$ cat config.mk
export PLATFORM = sky130hd
export DESIGN_NAME = sensor_init_seq
export DESIGN_NICKNAME = d
export VERILOG_FILES = /design/src/hw/sensor_pkg.sv /design/src/hw/sensor_init_seq.sv
export VERILOG_INCLUDE_DIRS = /design/src /design/src/hw
export SDC_FILE = /design/constraint.sdc
export NUM_CORES = 1
export LEC_CHECK = 0
export BUFFER_PORTS_ARGS = -buffer_cell sky130_fd_sc_hd__buf_2
export CELL_PAD_IN_SITES_DETAIL_PLACEMENT = 1
export CELL_PAD_IN_SITES_GLOBAL_PLACEMENT = 2
export CORE_ASPECT_RATIO = 0.6
export CORE_MARGIN = 1
export CORE_UTILIZATION = 28
export CTS_BUF_LIST = sky130_fd_sc_hd__clkbuf_16
export DETAILED_ROUTE_END_ITERATION = 6
export PLACE_DENSITY = 0.79
export SLEW_MARGIN = 20
export SYNTH_ARGS = -nofsm -noshare
export SYNTH_HDL_FRONTEND = slang
export SYNTH_SLANG_ARGS = --single-unit
$ cat constraint.sdc
create_clock -name i2c_clk -period 2.2 [get_ports i2c_clk]
set_input_delay 0.22 -clock i2c_clk [delete_from_list [all_inputs] [get_ports i2c_clk]]
set_output_delay 0.22 -clock i2c_clk [all_outputs]
set_load 0.02 [all_outputs]
$ cat src/hw/i2c_cfg.svh
`ifndef I2C_CFG_SVH
`define I2C_CFG_SVH

// 7-bit device address of the gesture sensor
`define I2C_SLAVE_ADDR 7'h73

// idle i2c_clk cycles ahead of every transaction
`define I2C_WAIT_TICKS 1000

// bank select register and the value for bank 0
`define I2C_BANK_REG  8'hEF
`define I2C_BANK0_VAL 8'h00

// part id register and its expected content
`define I2C_ID_REG    8'h00
`define I2C_ID_EXPECT 8'h20

// i2c_clk cycles per bus bit
// scl high in quarters 1 and 2, sda moves in quarter 0
`define I2C_QUARTERS 4

`endif

$ cat src/hw/sensor_pkg.sv
package sensor_pkg;

    // kind of bus transaction the sequencer asks for
    typedef enum logic [1:0] {
        wake      = 2'd0,  // address byte then stop, no ack slot
        write_reg = 2'd1,  // address, register, data
        set_ptr   = 2'd2,  // address, register
        read_byte = 2'd3   // address with read, one byte, nack
    } xfer_kind_t;

    // position in the wake and identify sequence
    typedef enum logic [2:0] {
        step_wake = 3'd0,
        step_bank = 3'd1,
        step_ptr  = 3'd2,
        step_read = 3'd3,
        step_done = 3'd4   // id matched, bus stays idle
    } init_step_t;

endpackage

$ cat src/hw/sensor_init_seq.sv
`timescale 1ns/1ps
`include "i2c_cfg.svh"

module sensor_init_seq import sensor_pkg::*; (
    input  logic       i2c_clk,
    input  logic       sys_rst_n,
    output logic       xfer_start,
    output xfer_kind_t xfer_kind,
    output logic [7:0] reg_addr,
    output logic [7:0] wr_data,
    input  logic       xfer_done,
    input  logic       xfer_nack,
    input  logic [7:0] rd_data,
    output logic       init_done
);

    localparam int wait_w = $clog2(`I2C_WAIT_TICKS);
    localparam logic [wait_w-1:0] wait_last = wait_w'(`I2C_WAIT_TICKS - 1);

    init_step_t        step;
    init_step_t        next_step;
    logic              busy;       // transaction in flight
    logic [wait_w-1:0] wait_cnt;
    logic              wait_end;
    logic              id_match;

    assign wait_end = (wait_cnt == wait_last);
    assign id_match = (rd_data == `I2C_ID_EXPECT);

    // command for each step, held while busy
    always_comb begin
        case (step)
            step_bank: begin
                xfer_kind = write_reg;
                reg_addr  = `I2C_BANK_REG;
                wr_data   = `I2C_BANK0_VAL;
            end
            step_ptr: begin
                xfer_kind = set_ptr;
                reg_addr  = `I2C_ID_REG;
                wr_data   = 8'h00;
            end
            step_read: begin
                xfer_kind = read_byte;
                reg_addr  = `I2C_ID_REG;
                wr_data   = 8'h00;
            end
            default: begin
                xfer_kind = wake;
                reg_addr  = 8'h00;
                wr_data   = 8'h00;
            end
        endcase
    end

    always_comb begin
        case (step)
            step_wake: next_step = step_bank;
            step_bank: next_step = step_ptr;
            step_ptr:  next_step = step_read;
            step_read: next_step = id_match ? step_done : step_wake;  // wrong id, start over
            default:   next_step = step_done;
        endcase
    end

    always_ff @(posedge i2c_clk or negedge sys_rst_n) begin
        if (!sys_rst_n) begin
            wait_cnt   <= '0;
            xfer_start <= 1'b0;
            busy       <= 1'b0;
        end else begin
            xfer_start <= 1'b0;
            if (busy) begin
                if (xfer_done) begin
                    busy <= 1'b0;
                end
            end else if (step != step_done) begin
                if (wait_end) begin
                    wait_cnt   <= '0;
                    xfer_start <= 1'b1;
                    busy       <= 1'b1;
                end else begin
                    wait_cnt <= wait_cnt + 1'b1;
                end
            end
        end
    end

    always_ff @(posedge i2c_clk or negedge sys_rst_n) begin
        if (!sys_rst_n) begin
            step <= step_wake;
        end else if (busy && xfer_done) begin
            step <= xfer_nack ? step_wake : next_step;
        end
    end

    assign init_done = (step == step_done);  // stays until reset

endmodule

==> summary.md <==
| Metric | Value |
|---|---|
| Status | `finished, final reports clean` |
| # nets final | `128` |
| Critical Path Fanout Max | `6` |
| Worst Hold Launch | `xfer_nack` |
| Mapped Cells | `94` |
| Met2 Track Usage GR | `around 22%` |
| RD Place Congestion | `0.722` |
| Worst-path clk slew | `0.05 ns` |
| Vias in the first global route | `676` |
| Share of cells above drive strength 1 | `27.2%` |
| Min Hold Slack | `0.207 ns` |
| Row count | `15` |
| Syn avg cell area | `between 9 and 10 µm²` |
| Die area | `3450 µm²` |
| Worst min-delay path class | `in2reg` |
| Grt ovf | `0` |
| Met1 Track Usage GR | `17.0%` |
| LEAKAGE | `0.000506 µW` |
| Worst skew pair latency | `0.24 ns` |
| Busiest grt layer | `met2` |
| Final Core Density | `36.0%` |
| P per Cell Area | `615 nW/µm²` |
| CTS sink cnt | `15` |
| Area occupied by multi-input gates | `between 400 and 500 µm²` |
| I/O Pins | `32` |
| Initial antenna violation count | `0` |
| Final period utilization | `77.1%` |
| Final setup TNS | `0 ns` |
| Setup-failing EPs final | `0` |
| Vias | `716` |
| RSZ-0062 raised after global routing | `false` |
| CTS max path bufs | `2` |
| Post-synth ARST share | `100%` |
| Post-DP HPWL | `1.65 mm` |
| Leading post-synthesis cells by cell area | `dfrtp_1 (42%), buf_4 (13%), xnor2_1 (5.8%)` |
| DIE HEIGHT | `45.9 µm` |
| Initial DRC count | `20` |
| Routed WL | `2.04 mm` |
| Grt met3 use | `between 4 and 5%` |
| Crit. Startpoint | `wait_cnt[0]` |
| TritonCTS clock tree | `built` |
| Number of synthesized flops with an enable pin | `0` |
| First-pass GRT wire length | `3.27 mm` |
| Vias/cell | `4.59` |
| Most frequent cells in the layout | `buf_2 (22), dfrtp_1 (15), nand2_1 (9), conb_1 (9)` |
| Starting Density | `between 30% and 40%` |
| VDD IR max | `between 0.3 and 0.4 mV` |
| Commonest non-fill, non-tap cell in the layout | `buf_2` |
| Seq/Total Area, Yosys | `approximately two fifths` |
| Synth Register Bits | `15` |
| Worst reg2reg path startpoint | `wait_cnt[0]` |
| Final ANT Viol Nets | `0` |
| Worst Setup End Kind | `register` |
| Area leader, netlist | `dfrtp_1` |
| FF+latch area | `375 µm²` |
| Post-synth top area share | `41.8%` |
| Fin. Hold Viols | `0` |
| Max_cap viols | `0` |
| Final worst slack | `0.504 ns` |
| Syn Std Cell Area | `898 µm²` |
| Tmin final | `~1.7 ns` |
| Largest net degree at the start of global routing | `16` |
| Synth warn | `0` |
| Cts bufs inserted | `3` |
| DR pass1 iterations | `4` |
| Final Skew | `0.00265 ns` |
| Pre-CTS WS | `0.502 ns` |
| Design Power | `approximately 660 µW` |
| CP Launch Type | `register` |
| Final Max Tran Viols | `0` |
| Peak Freq | `just under 600 MHz` |
| Synth unique cells | `31` |
| Core Region | `2970 µm²` |
| Layout area overhead | `18.8%` |
| Total Routing Usage GR | `13.4%` |
| CP Class | `reg2reg` |
| Die Wd | `75.1 µm` |
| Htree depth | `1` |
| ANT cells | `0` |
| Critical Path AT | `1.82 ns` |
| DR DRC count | `0` |
| Port buffer count | `22` |
| CTS root buf | `clkbuf_16` |
| # fillers | `358` |
| Most used DFF post-synth | `dfrtp_1` |
| Wire length per cell | `13.1 µm` |
| CP required | `approximately 2.3 ns` |
kinds of logic after synthesis:
logic type | after synthesis | share of synthesized area, %
AND/OR/NAND/NOR | 38 | 25.2
buffers and inverters | 20 | 15.6
flip-flops | 15 | 41.8
AO/OA/AOI/OAI | 12 | 8.63
XOR/XNOR | 6 | 5.85
adder cells (fa/ha/maj) | 1 | 1.39
other | 1 | 0.417
multiplexers | 1 | 1.11
cell usage after synthesis (2+ instances only):
cell type  number
nand3_1         2
buf_4          15
a31oi_1         2
xnor2_1         6
nor2_1          6
dfrtp_1        15
nand4_1         2
nor3b_1         2
a21o_1          2
nor4b_1         3
nor4_1          2
inv_1           3
o21ai_0         3
nand2_1         9
nor2b_1         3
nor3_1          4
registers in the layout (all words and copies together) (netlist names):
register,cells
xfer_start,1
step,3
wait_cnt,10
busy,1
cell type report:
class | instances | share of cell area [%]
clock buffers | 3 | 7.03
flip-flops and latches | 15 | 35.2
repair buffers | 25 | 12.7
multi-input cells | 67 | 38.7
inverters | 3 | 1.06
clock inverters | 1 | 0.469
well taps | 42 | 4.92
metal layers:
metal / vias to the layer above / part of all wire (%)
met5: - / 0
met4: 0 / 0
met3: 0 / 4.5
met2: 19 / 48
met1: 353 / 47
li1: 344 / -
path summary, 6_finish.rpt:
kind | to | slack (ns) | depth (start not counted)
hold reg to reg | wait_cnt[0] | 0.50 | 1
setup / recovery | wait_cnt[8] | 0.50 | 5
hold / removal | step[1] | 0.21 | 2
max in group asynchronous | step[0] | 1.53 | 2
setup reg to reg | wait_cnt[8] | 0.50 | 5
min in group asynchronous | wait_cnt[8] | 0.41 | 2
metrics by stage:
| step | instances | cell area (µm²) |
|---|---|---|
| after floorplan | 102 | 928 |
| after global placement | 151 | 977 |
| after detailed placement | 151 | 977 |
| after CTS | 156 | 1070 |
| after global routing | 156 | 1070 |
| final | 156 | 1070 |
power breakdown:
| group | switching, µW | leakage [µW] | internal [µW] | total [µW] |
|---|---|---|---|---|
| registers | 0 | 0.000195 | 277 | 277 |
| clock network | 105 | 0.0000409 | 242 | 347 |
| logic | 23.6 | 0.000270 | 8.69 | 32.2 |
| total | 129 | 0.000506 | 527 | 656 |
repair_timing:
action                                 4_1_cts  5_1_grt
endpoints found under the hold margin       15        0
resized for setup                            0        0
buffers inserted                             0        0
hold buffers                                 1        0
critical path: stages (launching register included):
cell     delay [ns]
dfrtp_1        0.38
ha_1           0.25
nand2_1        0.10
or4_4          0.53
nor3_4         0.23
nor2_1         0.09
Power figures use the tool's default switching activity.
