## config.mk

```make
export PLATFORM = sky130hd
export DESIGN_NAME = i2c_byte_engine
export DESIGN_NICKNAME = d
export VERILOG_FILES = /design/src/hw/i2c_pkg.sv /design/src/hw/sensor_pkg.sv /design/src/hw/i2c_byte_engine.sv
export VERILOG_INCLUDE_DIRS = /design/src /design/src/hw
export SDC_FILE = /design/constraint.sdc
export NUM_CORES = 1
export LEC_CHECK = 0
export BUFFER_PORTS_ARGS = -buffer_cell sky130_fd_sc_hd__clkbuf_2
export CORE_UTILIZATION = 57
export DETAILED_ROUTE_END_ITERATION = 7
export HOLD_SLACK_MARGIN = 0.05
export PLACE_DENSITY = 0.85
export SLEW_MARGIN = 10
export SYNTH_ARGS = -nofsm -noshare
export SYNTH_HDL_FRONTEND = slang
export SYNTH_SLANG_ARGS = --single-unit
export TNS_END_PERCENT = 30
```

## constraint.sdc

```tcl
create_clock -name i2c_clk -period 6.7 [get_ports i2c_clk]
set_input_delay 0.67 -clock i2c_clk [delete_from_list [all_inputs] [get_ports i2c_clk]]
set_output_delay 0.67 -clock i2c_clk [all_outputs]
set_load 0.1 [all_outputs]
```

## src/hw/i2c_cfg.svh

```systemverilog
`ifndef I2C_CFG_SVH
`define I2C_CFG_SVH

// 7-bit device address of the gesture sensor
`define I2C_SLAVE_ADDR 7'h73

// idle i2c_clk cycles ahead of every transaction
`define I2C_WAIT_TICKS 1000

// bank select register and the value for bank 0
`define I2C_BANK_REG  8'hEF
`define I2C_BANK0_VAL 8'h00

// part id register and its expected content
`define I2C_ID_REG    8'h00
`define I2C_ID_EXPECT 8'h20

// i2c_clk cycles per bus bit
// scl high in quarters 1 and 2, sda moves in quarter 0
`define I2C_QUARTERS 4

`endif

```

## src/hw/i2c_pkg.sv

```systemverilog
package i2c_pkg;

    // one byte on the wire, either an address frame or plain data
    typedef union packed {
        struct packed {
            logic [6:0] dev_addr;  // 7-bit device address
            logic       rw;        // 1 = read
        } addr;
        logic [7:0] raw;           // data byte, msb goes out first
    } i2c_frame_t;

    // engine phase, each phase lasts one or more 4-quarter bits
    typedef enum logic [2:0] {
        idle      = 3'd0,  // bus released
        start     = 3'd1,  // sda falls with scl high
        send_byte = 3'd2,  // 8 bits driven by master
        get_ack   = 3'd3,  // slave acknowledge slot
        recv_byte = 3'd4,  // 8 bits driven by slave
        send_nack = 3'd5,  // master leaves sda high
        stop      = 3'd6   // sda rises with scl high
    } bus_phase_t;

endpackage

```

## src/hw/sensor_pkg.sv

```systemverilog
package sensor_pkg;

    // kind of bus transaction the sequencer asks for
    typedef enum logic [1:0] {
        wake      = 2'd0,  // address byte then stop, no ack slot
        write_reg = 2'd1,  // address, register, data
        set_ptr   = 2'd2,  // address, register
        read_byte = 2'd3   // address with read, one byte, nack
    } xfer_kind_t;

    // position in the wake and identify sequence
    typedef enum logic [2:0] {
        step_wake = 3'd0,
        step_bank = 3'd1,
        step_ptr  = 3'd2,
        step_read = 3'd3,
        step_done = 3'd4   // id matched, bus stays idle
    } init_step_t;

endpackage

```

## src/hw/i2c_byte_engine.sv

```systemverilog
`timescale 1ns/1ps
`include "i2c_cfg.svh"

module i2c_byte_engine import i2c_pkg::*, sensor_pkg::*; (
    input  logic       i2c_clk,
    input  logic       sys_rst_n,
    input  logic       xfer_start,
    input  xfer_kind_t xfer_kind,
    input  logic [7:0] reg_addr,
    input  logic [7:0] wr_data,
    input  logic       sda_in,
    output logic       scl,
    output logic       sda_oe,
    output logic       xfer_done,
    output logic       xfer_nack,
    output logic [7:0] rd_data
);

    localparam int q_w = $clog2(`I2C_QUARTERS);
    localparam logic [q_w-1:0] q_last   = q_w'(`I2C_QUARTERS - 1);
    localparam logic [q_w-1:0] q_sample = q_w'(1);
    localparam logic [q_w-1:0] q_mid    = q_w'(2);

    bus_phase_t     phase;
    logic [q_w-1:0] qtr;        // quarter within the current bit
    logic [2:0]     bit_cnt;
    logic [1:0]     byte_idx;   // byte of the transaction being sent
    logic [1:0]     last_idx;
    i2c_frame_t     frame;
    logic           nack_seen;
    logic           bit_end;
    logic           sample_pt;
    logic           scl_pulse;
    logic           sda_level;

    assign bit_end   = (qtr == q_last);
    assign sample_pt = (qtr == q_sample);
    assign scl_pulse = (qtr == q_sample) || (qtr == q_mid);

    // index of the last byte before stop
    always_comb begin
        case (xfer_kind)
            write_reg: last_idx = 2'd2;
            set_ptr:   last_idx = 2'd1;
            default:   last_idx = 2'd0;
        endcase
    end

    always_ff @(posedge i2c_clk or negedge sys_rst_n) begin
        if (!sys_rst_n) begin
            qtr <= '0;
        end else if (phase == idle || bit_end) begin
            qtr <= '0;
        end else begin
            qtr <= qtr + 1'b1;
        end
    end

    always_ff @(posedge i2c_clk or negedge sys_rst_n) begin
        if (!sys_rst_n) begin
            phase    <= idle;
            bit_cnt  <= '0;
            byte_idx <= '0;
        end else begin
            case (phase)
                idle: begin
                    if (xfer_start) begin
                        phase    <= start;
                        byte_idx <= '0;
                    end
                end
                start: begin
                    if (bit_end) begin
                        phase   <= send_byte;
                        bit_cnt <= '0;
                    end
                end
                send_byte: begin
                    if (bit_end) begin
                        if (bit_cnt == 3'd7) begin
                            phase <= (xfer_kind == wake) ? stop : get_ack;  // wake has no ack
                        end else begin
                            bit_cnt <= bit_cnt + 1'b1;
                        end
                    end
                end
                get_ack: begin
                    if (bit_end) begin
                        bit_cnt <= '0;
                        if (nack_seen) begin
                            phase <= stop;                 // abort, release the bus
                        end else if (xfer_kind == read_byte) begin
                            phase <= recv_byte;
                        end else if (byte_idx == last_idx) begin
                            phase <= stop;
                        end else begin
                            phase    <= send_byte;
                            byte_idx <= byte_idx + 1'b1;
                        end
                    end
                end
                recv_byte: begin
                    if (bit_end) begin
                        if (bit_cnt == 3'd7) begin
                            phase <= send_nack;
                        end else begin
                            bit_cnt <= bit_cnt + 1'b1;
                        end
                    end
                end
                send_nack: begin
                    if (bit_end) begin
                        phase <= stop;
                    end
                end
                stop: begin
                    if (bit_end) begin
                        phase <= idle;
                    end
                end
                default: phase <= idle;
            endcase
        end
    end

    // sticky over the whole transaction
    always_ff @(posedge i2c_clk or negedge sys_rst_n) begin
        if (!sys_rst_n) begin
            nack_seen <= 1'b0;
        end else if (phase == idle && xfer_start) begin
            nack_seen <= 1'b0;
        end else if (phase == get_ack && sample_pt && sda_in) begin
            nack_seen <= 1'b1;
        end
    end

    always_ff @(posedge i2c_clk) begin
        case (phase)
            start: begin
                if (bit_end) begin
                    frame.addr.dev_addr <= `I2C_SLAVE_ADDR;
                    frame.addr.rw       <= (xfer_kind == read_byte);
                end
            end
            send_byte: begin
                if (bit_end) begin
                    frame.raw <= {frame.raw[6:0], 1'b0};
                end
            end
            get_ack: begin
                if (bit_end) begin
                    frame.raw <= (byte_idx == 2'd0) ? reg_addr : wr_data;  // next byte out
                end
            end
            recv_byte: begin
                if (sample_pt) begin
                    frame.raw <= {frame.raw[6:0], sda_in};
                end
            end
            default: begin
            end
        endcase
    end

    // bus pins decoded from phase and quarter
    always_comb begin
        scl       = 1'b1;
        sda_level = 1'b1;
        case (phase)
            start: begin
                scl       = (qtr != q_last);
                sda_level = (qtr < q_mid);
            end
            send_byte: begin
                scl       = scl_pulse;
                sda_level = frame.raw[7];
            end
            get_ack, recv_byte, send_nack: begin
                scl = scl_pulse;               // sda left to the slave or high
            end
            stop: begin
                scl       = (qtr != '0);
                sda_level = (qtr >= q_mid);
            end
            default: begin
            end
        endcase
    end

    assign sda_oe    = ~sda_level;
    assign xfer_done = (phase == stop) && bit_end;
    assign xfer_nack = xfer_done && nack_seen;
    assign rd_data   = frame.raw;

endmodule

```

==> flow_summary.json, run 1 <==
{
  "die_y_um": 51.19,
  "drt_first_iter_violations": 38,
  "slew_violations": 0,
  "drive_gt1_share_pct": 25.29,
  "clk_latency_ns": 0.29,
  "clockBufferDepth": 2,
  "nFillCells": 181,
  "synth_top_area_cell": "dfrtp_1",
  "viasPerCell": 6.020,
  "regArea_um2": 515.5,
  "synth_area_um2": 1379,
  "synth_fa_ha_area_share_pct": 9.891,
  "outcome": "finished, final reports clean",
  "dr.pass1.iters": 4,
  "critPathTopFamily": "flip-flops",
  "cts.clk_slew.worst_paths_ns": 0.11,
  "cp_slowest_cell": "dfrtp_1",
  "end_kind": "primary output",
  "post-route-util_pct": 69.76,
  "max_stage_delay_ns": 0.83,
  "fmax_mhz": 308.8,
  "maxCapViolations": 0,
  "gp_congestion": 0.9271,
  "rr_endpoint": "rd_data[2]",
  "avgSynthCellArea_um2": 9.575,
  "cts_hold_buf": 0,
  "port_buffers": 33,
  "ys_warn_count": 0,
  "ff2ff_setup_slack_ns": 4.25,
  "antennaDiodeCount": 0,
  "synth_xor_area_share_pct": 0.6352,
  "grt_pass1_wl_um": 5002,
  "cts_resized": 0,
  "synth_top_family_by_area": "compound AO/OA/AOI/OAI gates",
  "setup.worst_path.class": "flop to primary output",
  "grt_usage_pct": 25.84,
  "synth_cell_types": 47,
  "async_reset_ff_share_pct": 57.89,
  "drt_wl_total_um": 3123,
  "tightest_slew_ns": 0.7209,
  "synthTopCellsByCount": "nand2_1, dfrtp_1",
  "grt_pass1_vias": 1089,
  "place_area_um2": 1540,
  "die_w_um": 51.19,
  "reg2reg_depth": 4,
  "setup_viol": 0,
  "cts_setup_buffers": 0,
  "yosysMostFrequentCell": "nand2_1",
  "pre_cts_ws_ns": 3.823,
  "antenna_found_initial": 0,
  "hold_viol": 0,
  "io_pins": 34,
  "crit_buf_inv": 2,
  "multiInputGateArea_um2": 792.0,
  "detail-route-antenna-nets": 0,
  "worstHoldPathType": "input port to asynchronous set/reset pin",
  "clkSinkCount": 19,
  "synth_top_flop_cell": "dfrtp_1",
  "synth_edf_count": 8,
  "r2r_start": "phase[1]",
  "synth_nets": 176,
  "yosys.area_share.simple_pct": 16.79,
  "netlist_top_cells_area": "dfrtp_1, edfxtp_1, ha_1",
  "ys_ff_latch": 19,
  "htree_levels": 1,
  "placementRows": 17,
  "tns_ns": 0,
  "relSlewSlack_pct": 51.94,
  "setup_slack_ns": 3.461,
  "drc": 0,
  "period_needed_ns": 3.239,
  "numCtsBuffers": 3,
  "start_util_pct": 61.15,
  "dr_total_vias": 1216,
  "grt.overflow.total": 0,
  "cp-start-kind": "flop",
  "skew_ns": 0.002360,
  "wl_per_cell_um": 15.46,
  "cts_tree": "done",
  "critPathRequiredTime_ns": 6.03,
  "ys_seq_area_share_pct": 37.39,
  "synthMuxAreaShare_pct": 8.893,
  "clockRootBuffer": "clkbuf_4",
  "dieArea_um2": 2620,
  "fin_area_um2": 1573,
  "path_cells": "inv_1 > ha_1 > nor2b_1 > o221ai_1 > o311ai_1 > clkbuf_2",
  "cp_max_fo": 24,
  "synth_top_area_share_pct": 19.96,
  "grt_max_degree": 25,
  "rsz0062_at_grt": "false",
  "crit_arrival_ns": 2.57,
  "num-nets-final": 207,
  "syn_inst": 144,
  "post-route-period-util_pct": 48.34,
  "area_growth_pct": 14.07,
  "synth-compound-area-share_pct": 21.23,
  "hpwl_um": 2329,
  "core_um2": 2255
}
==> worst register-to-register path, delay by kind of cell, from the launching register on <==
kind	cells	cell delay, ns
flip-flops	1	0.83
AO/OA/AOI/OAI	2	0.73
adder cells (fa/ha/maj)	1	0.31
buffers and inverters	1	0.30
==> area by class of cell <==
cell class	instances	area share [%]
multi-input cells	109	50.36
flip-flops and latches	19	32.78
repair buffers	34	10.82
well taps	28	2.228
inverters	8	2.068
clock buffers	3	1.432
clock inverters	1	0.3182
==> cells in the final DEF, fill, tap and decap left out, types with 3 or more instances in the layout <==
cell	n
clkbuf_2	34
nand2_1	13
dfrtp_1	11
mux2i_1	10
nor2_1	10
o21ai_0	10
ha_1	10
edfxtp_1	8
inv_1	7
o211ai_1	5
nor2b_1	5
a21oi_1	5
nor3_1	3
clkbuf_4	3
==> sequential cells by signal, indices dropped and copies added (netlist names) <==
| name | cells |
|---|---|
| rd_data | 8 |
| bit_cnt | 3 |
| phase | 3 |
| byte_idx | 2 |
| qtr | 2 |
| nack_seen | 1 |
==> how the worst max path moves through the flow <==
stage,startpoint,to,slack (ns),cells past startpoint
after floorplan,phase[0],sda_oe,2.83,4
after global placement,phase[1],scl,3.95,6
after detailed placement,phase[1],scl,3.82,6
after CTS,phase[1],scl,3.47,6
after global routing,phase[1],scl,3.36,6
final,phase[1],scl,3.46,6
==> kinds of logic after synthesis <==
logic type	after synthesis
flip-flops	19
AO/OA/AOI/OAI	40
multiplexers	12
AND/OR/NAND/NOR	45
buffers and inverters	16
adder cells (fa/ha/maj)	11
XOR/XNOR	1
==> per-stage QoR <==
stage               std cells  hold slack (ns)
floorplan                 144           0.3744
global placement          197           0.4976
detailed placement        197           0.5134
CTS                       201           0.2391
global route              202           0.2456
finish                    202           0.2446
==> layer usage <==
metal  vias to the layer above  GRT usage (%)  part of all wire (%)
met2                        36          41.89                    51
met4                         0          6.481                  0.38
met1                       585          35.27                    45
met5                         -              0                     0
met3                         2          4.762                   4.1
li1                        593              -                     -
Power of run 1 is not shown: default switching activity piles up to over one toggle a cycle in this logic, so the estimate is an artifact.
==> run 2: changes to the inputs <==
Settings changed: CORE_UTILIZATION 57 to 53, PLACE_DENSITY 0.85 to 0.79.
Clock period 6.7 ns to 3.1 ns, I/O delays scaled along.
==> run 2 against run 1 <==
Non-clock buffer count increased by 3; global-route usage decreased by 3.4 points; utilization decreased by 5.1 points; routed wire length decreased by 5.2%; sequential share of layout area decreased by 0.59 points; final cell count increased by 2.5%; via count decreased by 0.99%; clock skew decreased by 0.00094 ns; cell area increased by 1.8%; register-to-register slack got worse by 3.2 ns; first-iteration DRC count decreased by 32%; flip-flop and latch count unchanged; critical path type unchanged; largest cell class unchanged; highest routed layer unchanged.
==> flow_summary.json, run 2 (synthesis results as in run 1) <==
{
  "clockBufferDepth": 2,
  "cp-start-kind": "flop",
  "detail-route-antenna-nets": 0,
  "die_y_um": 53.01,
  "antennaDiodeCount": 0,
  "port_buffers": 33,
  "wl_met3_um": 112,
  "grt.overflow.total": 0,
  "drive_gt1_share_pct": 25.42,
  "cts_tree": "done",
  "cp_max_fo": 24,
  "fin_area_um2": 1602,
  "reg2reg_depth": 5,
  "cp_slowest_cell": "clkbuf_2",
  "hold_viol": 0,
  "period_needed_ns": 2.510,
  "nFillCells": 212,
  "grt_pass1_vias": 1121,
  "setup_slack_ns": 0.5899,
  "dr.pass1.iters": 4,
  "outcome": "finished, final reports clean",
  "hp-start": "xfer_start",
  "placementRows": 18,
  "cts_resized": 0,
  "post-route-period-util_pct": 80.97,
  "antenna_found_initial": 0,
  "wl_per_cell_um": 14.31,
  "clockRootBuffer": "clkbuf_4",
  "grt_max_degree": 25,
  "drt_wl_total_um": 2962,
  "crit_buf_inv": 3,
  "dieArea_um2": 2810,
  "max_stage_delay_ns": 0.52,
  "fmax_mhz": 398.4,
  "path_cells": "buf_4 > inv_1 > ha_1 > nor2b_1 > o221ai_1 > o311ai_1 > clkbuf_2",
  "grt_usage_pct": 22.41,
  "dr_wl_met2_um": 1549,
  "dp_cells": 202,
  "hpwl_um": 2346,
  "clkSinkCount": 19,
  "start_util_pct": 55.66,
  "clk_latency_ns": 0.29,
  "worstHoldPathType": "input port to flop",
  "top_layer_used": "met4",
  "crit_arrival_ns": 2.20,
  "r2r_start": "phase[2]",
  "tightest_slew_ns": 0.5967,
  "maxCapViolations": 0,
  "dr_total_vias": 1204,
  "cts_setup_buffers": 0,
  "post-route-util_pct": 64.65,
  "critPathRequiredTime_ns": 2.79,
  "final_cell_mix": "clkbuf_2, nand2_1, dfrtp_1",
  "multiInputGateArea_um2": 792.0,
  "setup.worst_path.class": "flop to primary output",
  "pre_cts_ws_ns": 0.9343,
  "end_kind": "primary output",
  "die_w_um": 53.01,
  "skew_ns": 0.001424,
  "slew_violations": 0,
  "rr_endpoint": "bit_cnt[0]",
  "place_area_um2": 1565,
  "whs_endpoint": "nack_seen",
  "setup_viol": 0,
  "core_um2": 2477,
  "htree_levels": 1,
  "grt_pass1_wl_um": 4643,
  "regArea_um2": 515.5,
  "viasPerCell": 5.816,
  "numCtsBuffers": 3,
  "rsz0062_at_grt": "false",
  "critPathTopFamily": "buffers and inverters",
  "relSlewSlack_pct": 60.07,
  "largest_reg_flops": 8,
  "wl_met1_um": 1253,
  "io_pins": 34,
  "area_growth_pct": 16.15,
  "cts.clk_slew.worst_paths_ns": 0.11,
  "num-nets-final": 210,
  "final_common_cell": "clkbuf_2",
  "drc": 0,
  "gp_congestion": 0.9027,
  "ff2ff_setup_slack_ns": 1.10,
  "hold_depth": 4,
  "drt_first_iter_violations": 26,
  "fin_cells": 207
}
[run 2: worst max path at each step]
stage | startpoint | depth (start not counted) | end | slack [ns]
6_report | phase[1] | 7 | scl | 0.59
5_1_grt | phase[1] | 7 | scl | 0.46
4_1_cts | phase[1] | 7 | scl | 0.60
3_5_place_dp | phase[1] | 7 | scl | 0.93
3_3_place_gp | phase[1] | 7 | scl | 0.99
2_1_floorplan | phase[0] | 4 | sda_oe | -0.41
[run 2: area by class of cell]
type	count	area share [%]
Sequential cell	19	32.19
Inverter	8	2.031
Timing Repair Buffer	37	12.34
Tap cell	30	2.344
Clock buffer	4	1.641
Multi-Input combinational cell	109	49.45
[run 2: what timing repair did]
item,CTS,global route
hold buffers,1,0
endpoints found under the setup margin,0,0
endpoints found under the hold margin,11,0
[run 2: through the flow]
stage               TNS (ns)  hold slack [ns]
floorplan            -0.8124          0.01441
global placement           0           0.2030
detailed placement         0           0.2065
CTS                        0           0.3500
global route               0           0.3847
finish                     0           0.3621
[run 2: worst min-delay path, delay by kind of cell]
kind / cells / cell delay (ns)
compound gates: 2 / 0.14
buf+inv: 1 / 0.10
simple gates: 1 / 0.06
[run 2: metal layers]
layer | GRT usage (%) | vias to the layer above
met2 | 40.51 | 28
met5 | 0 | -
met1 | 26.06 | 565
li1 | - | 605
met4 | 9.649 | 0
met3 | 2.874 | 6
Power of run 2 is left out for the same reason.
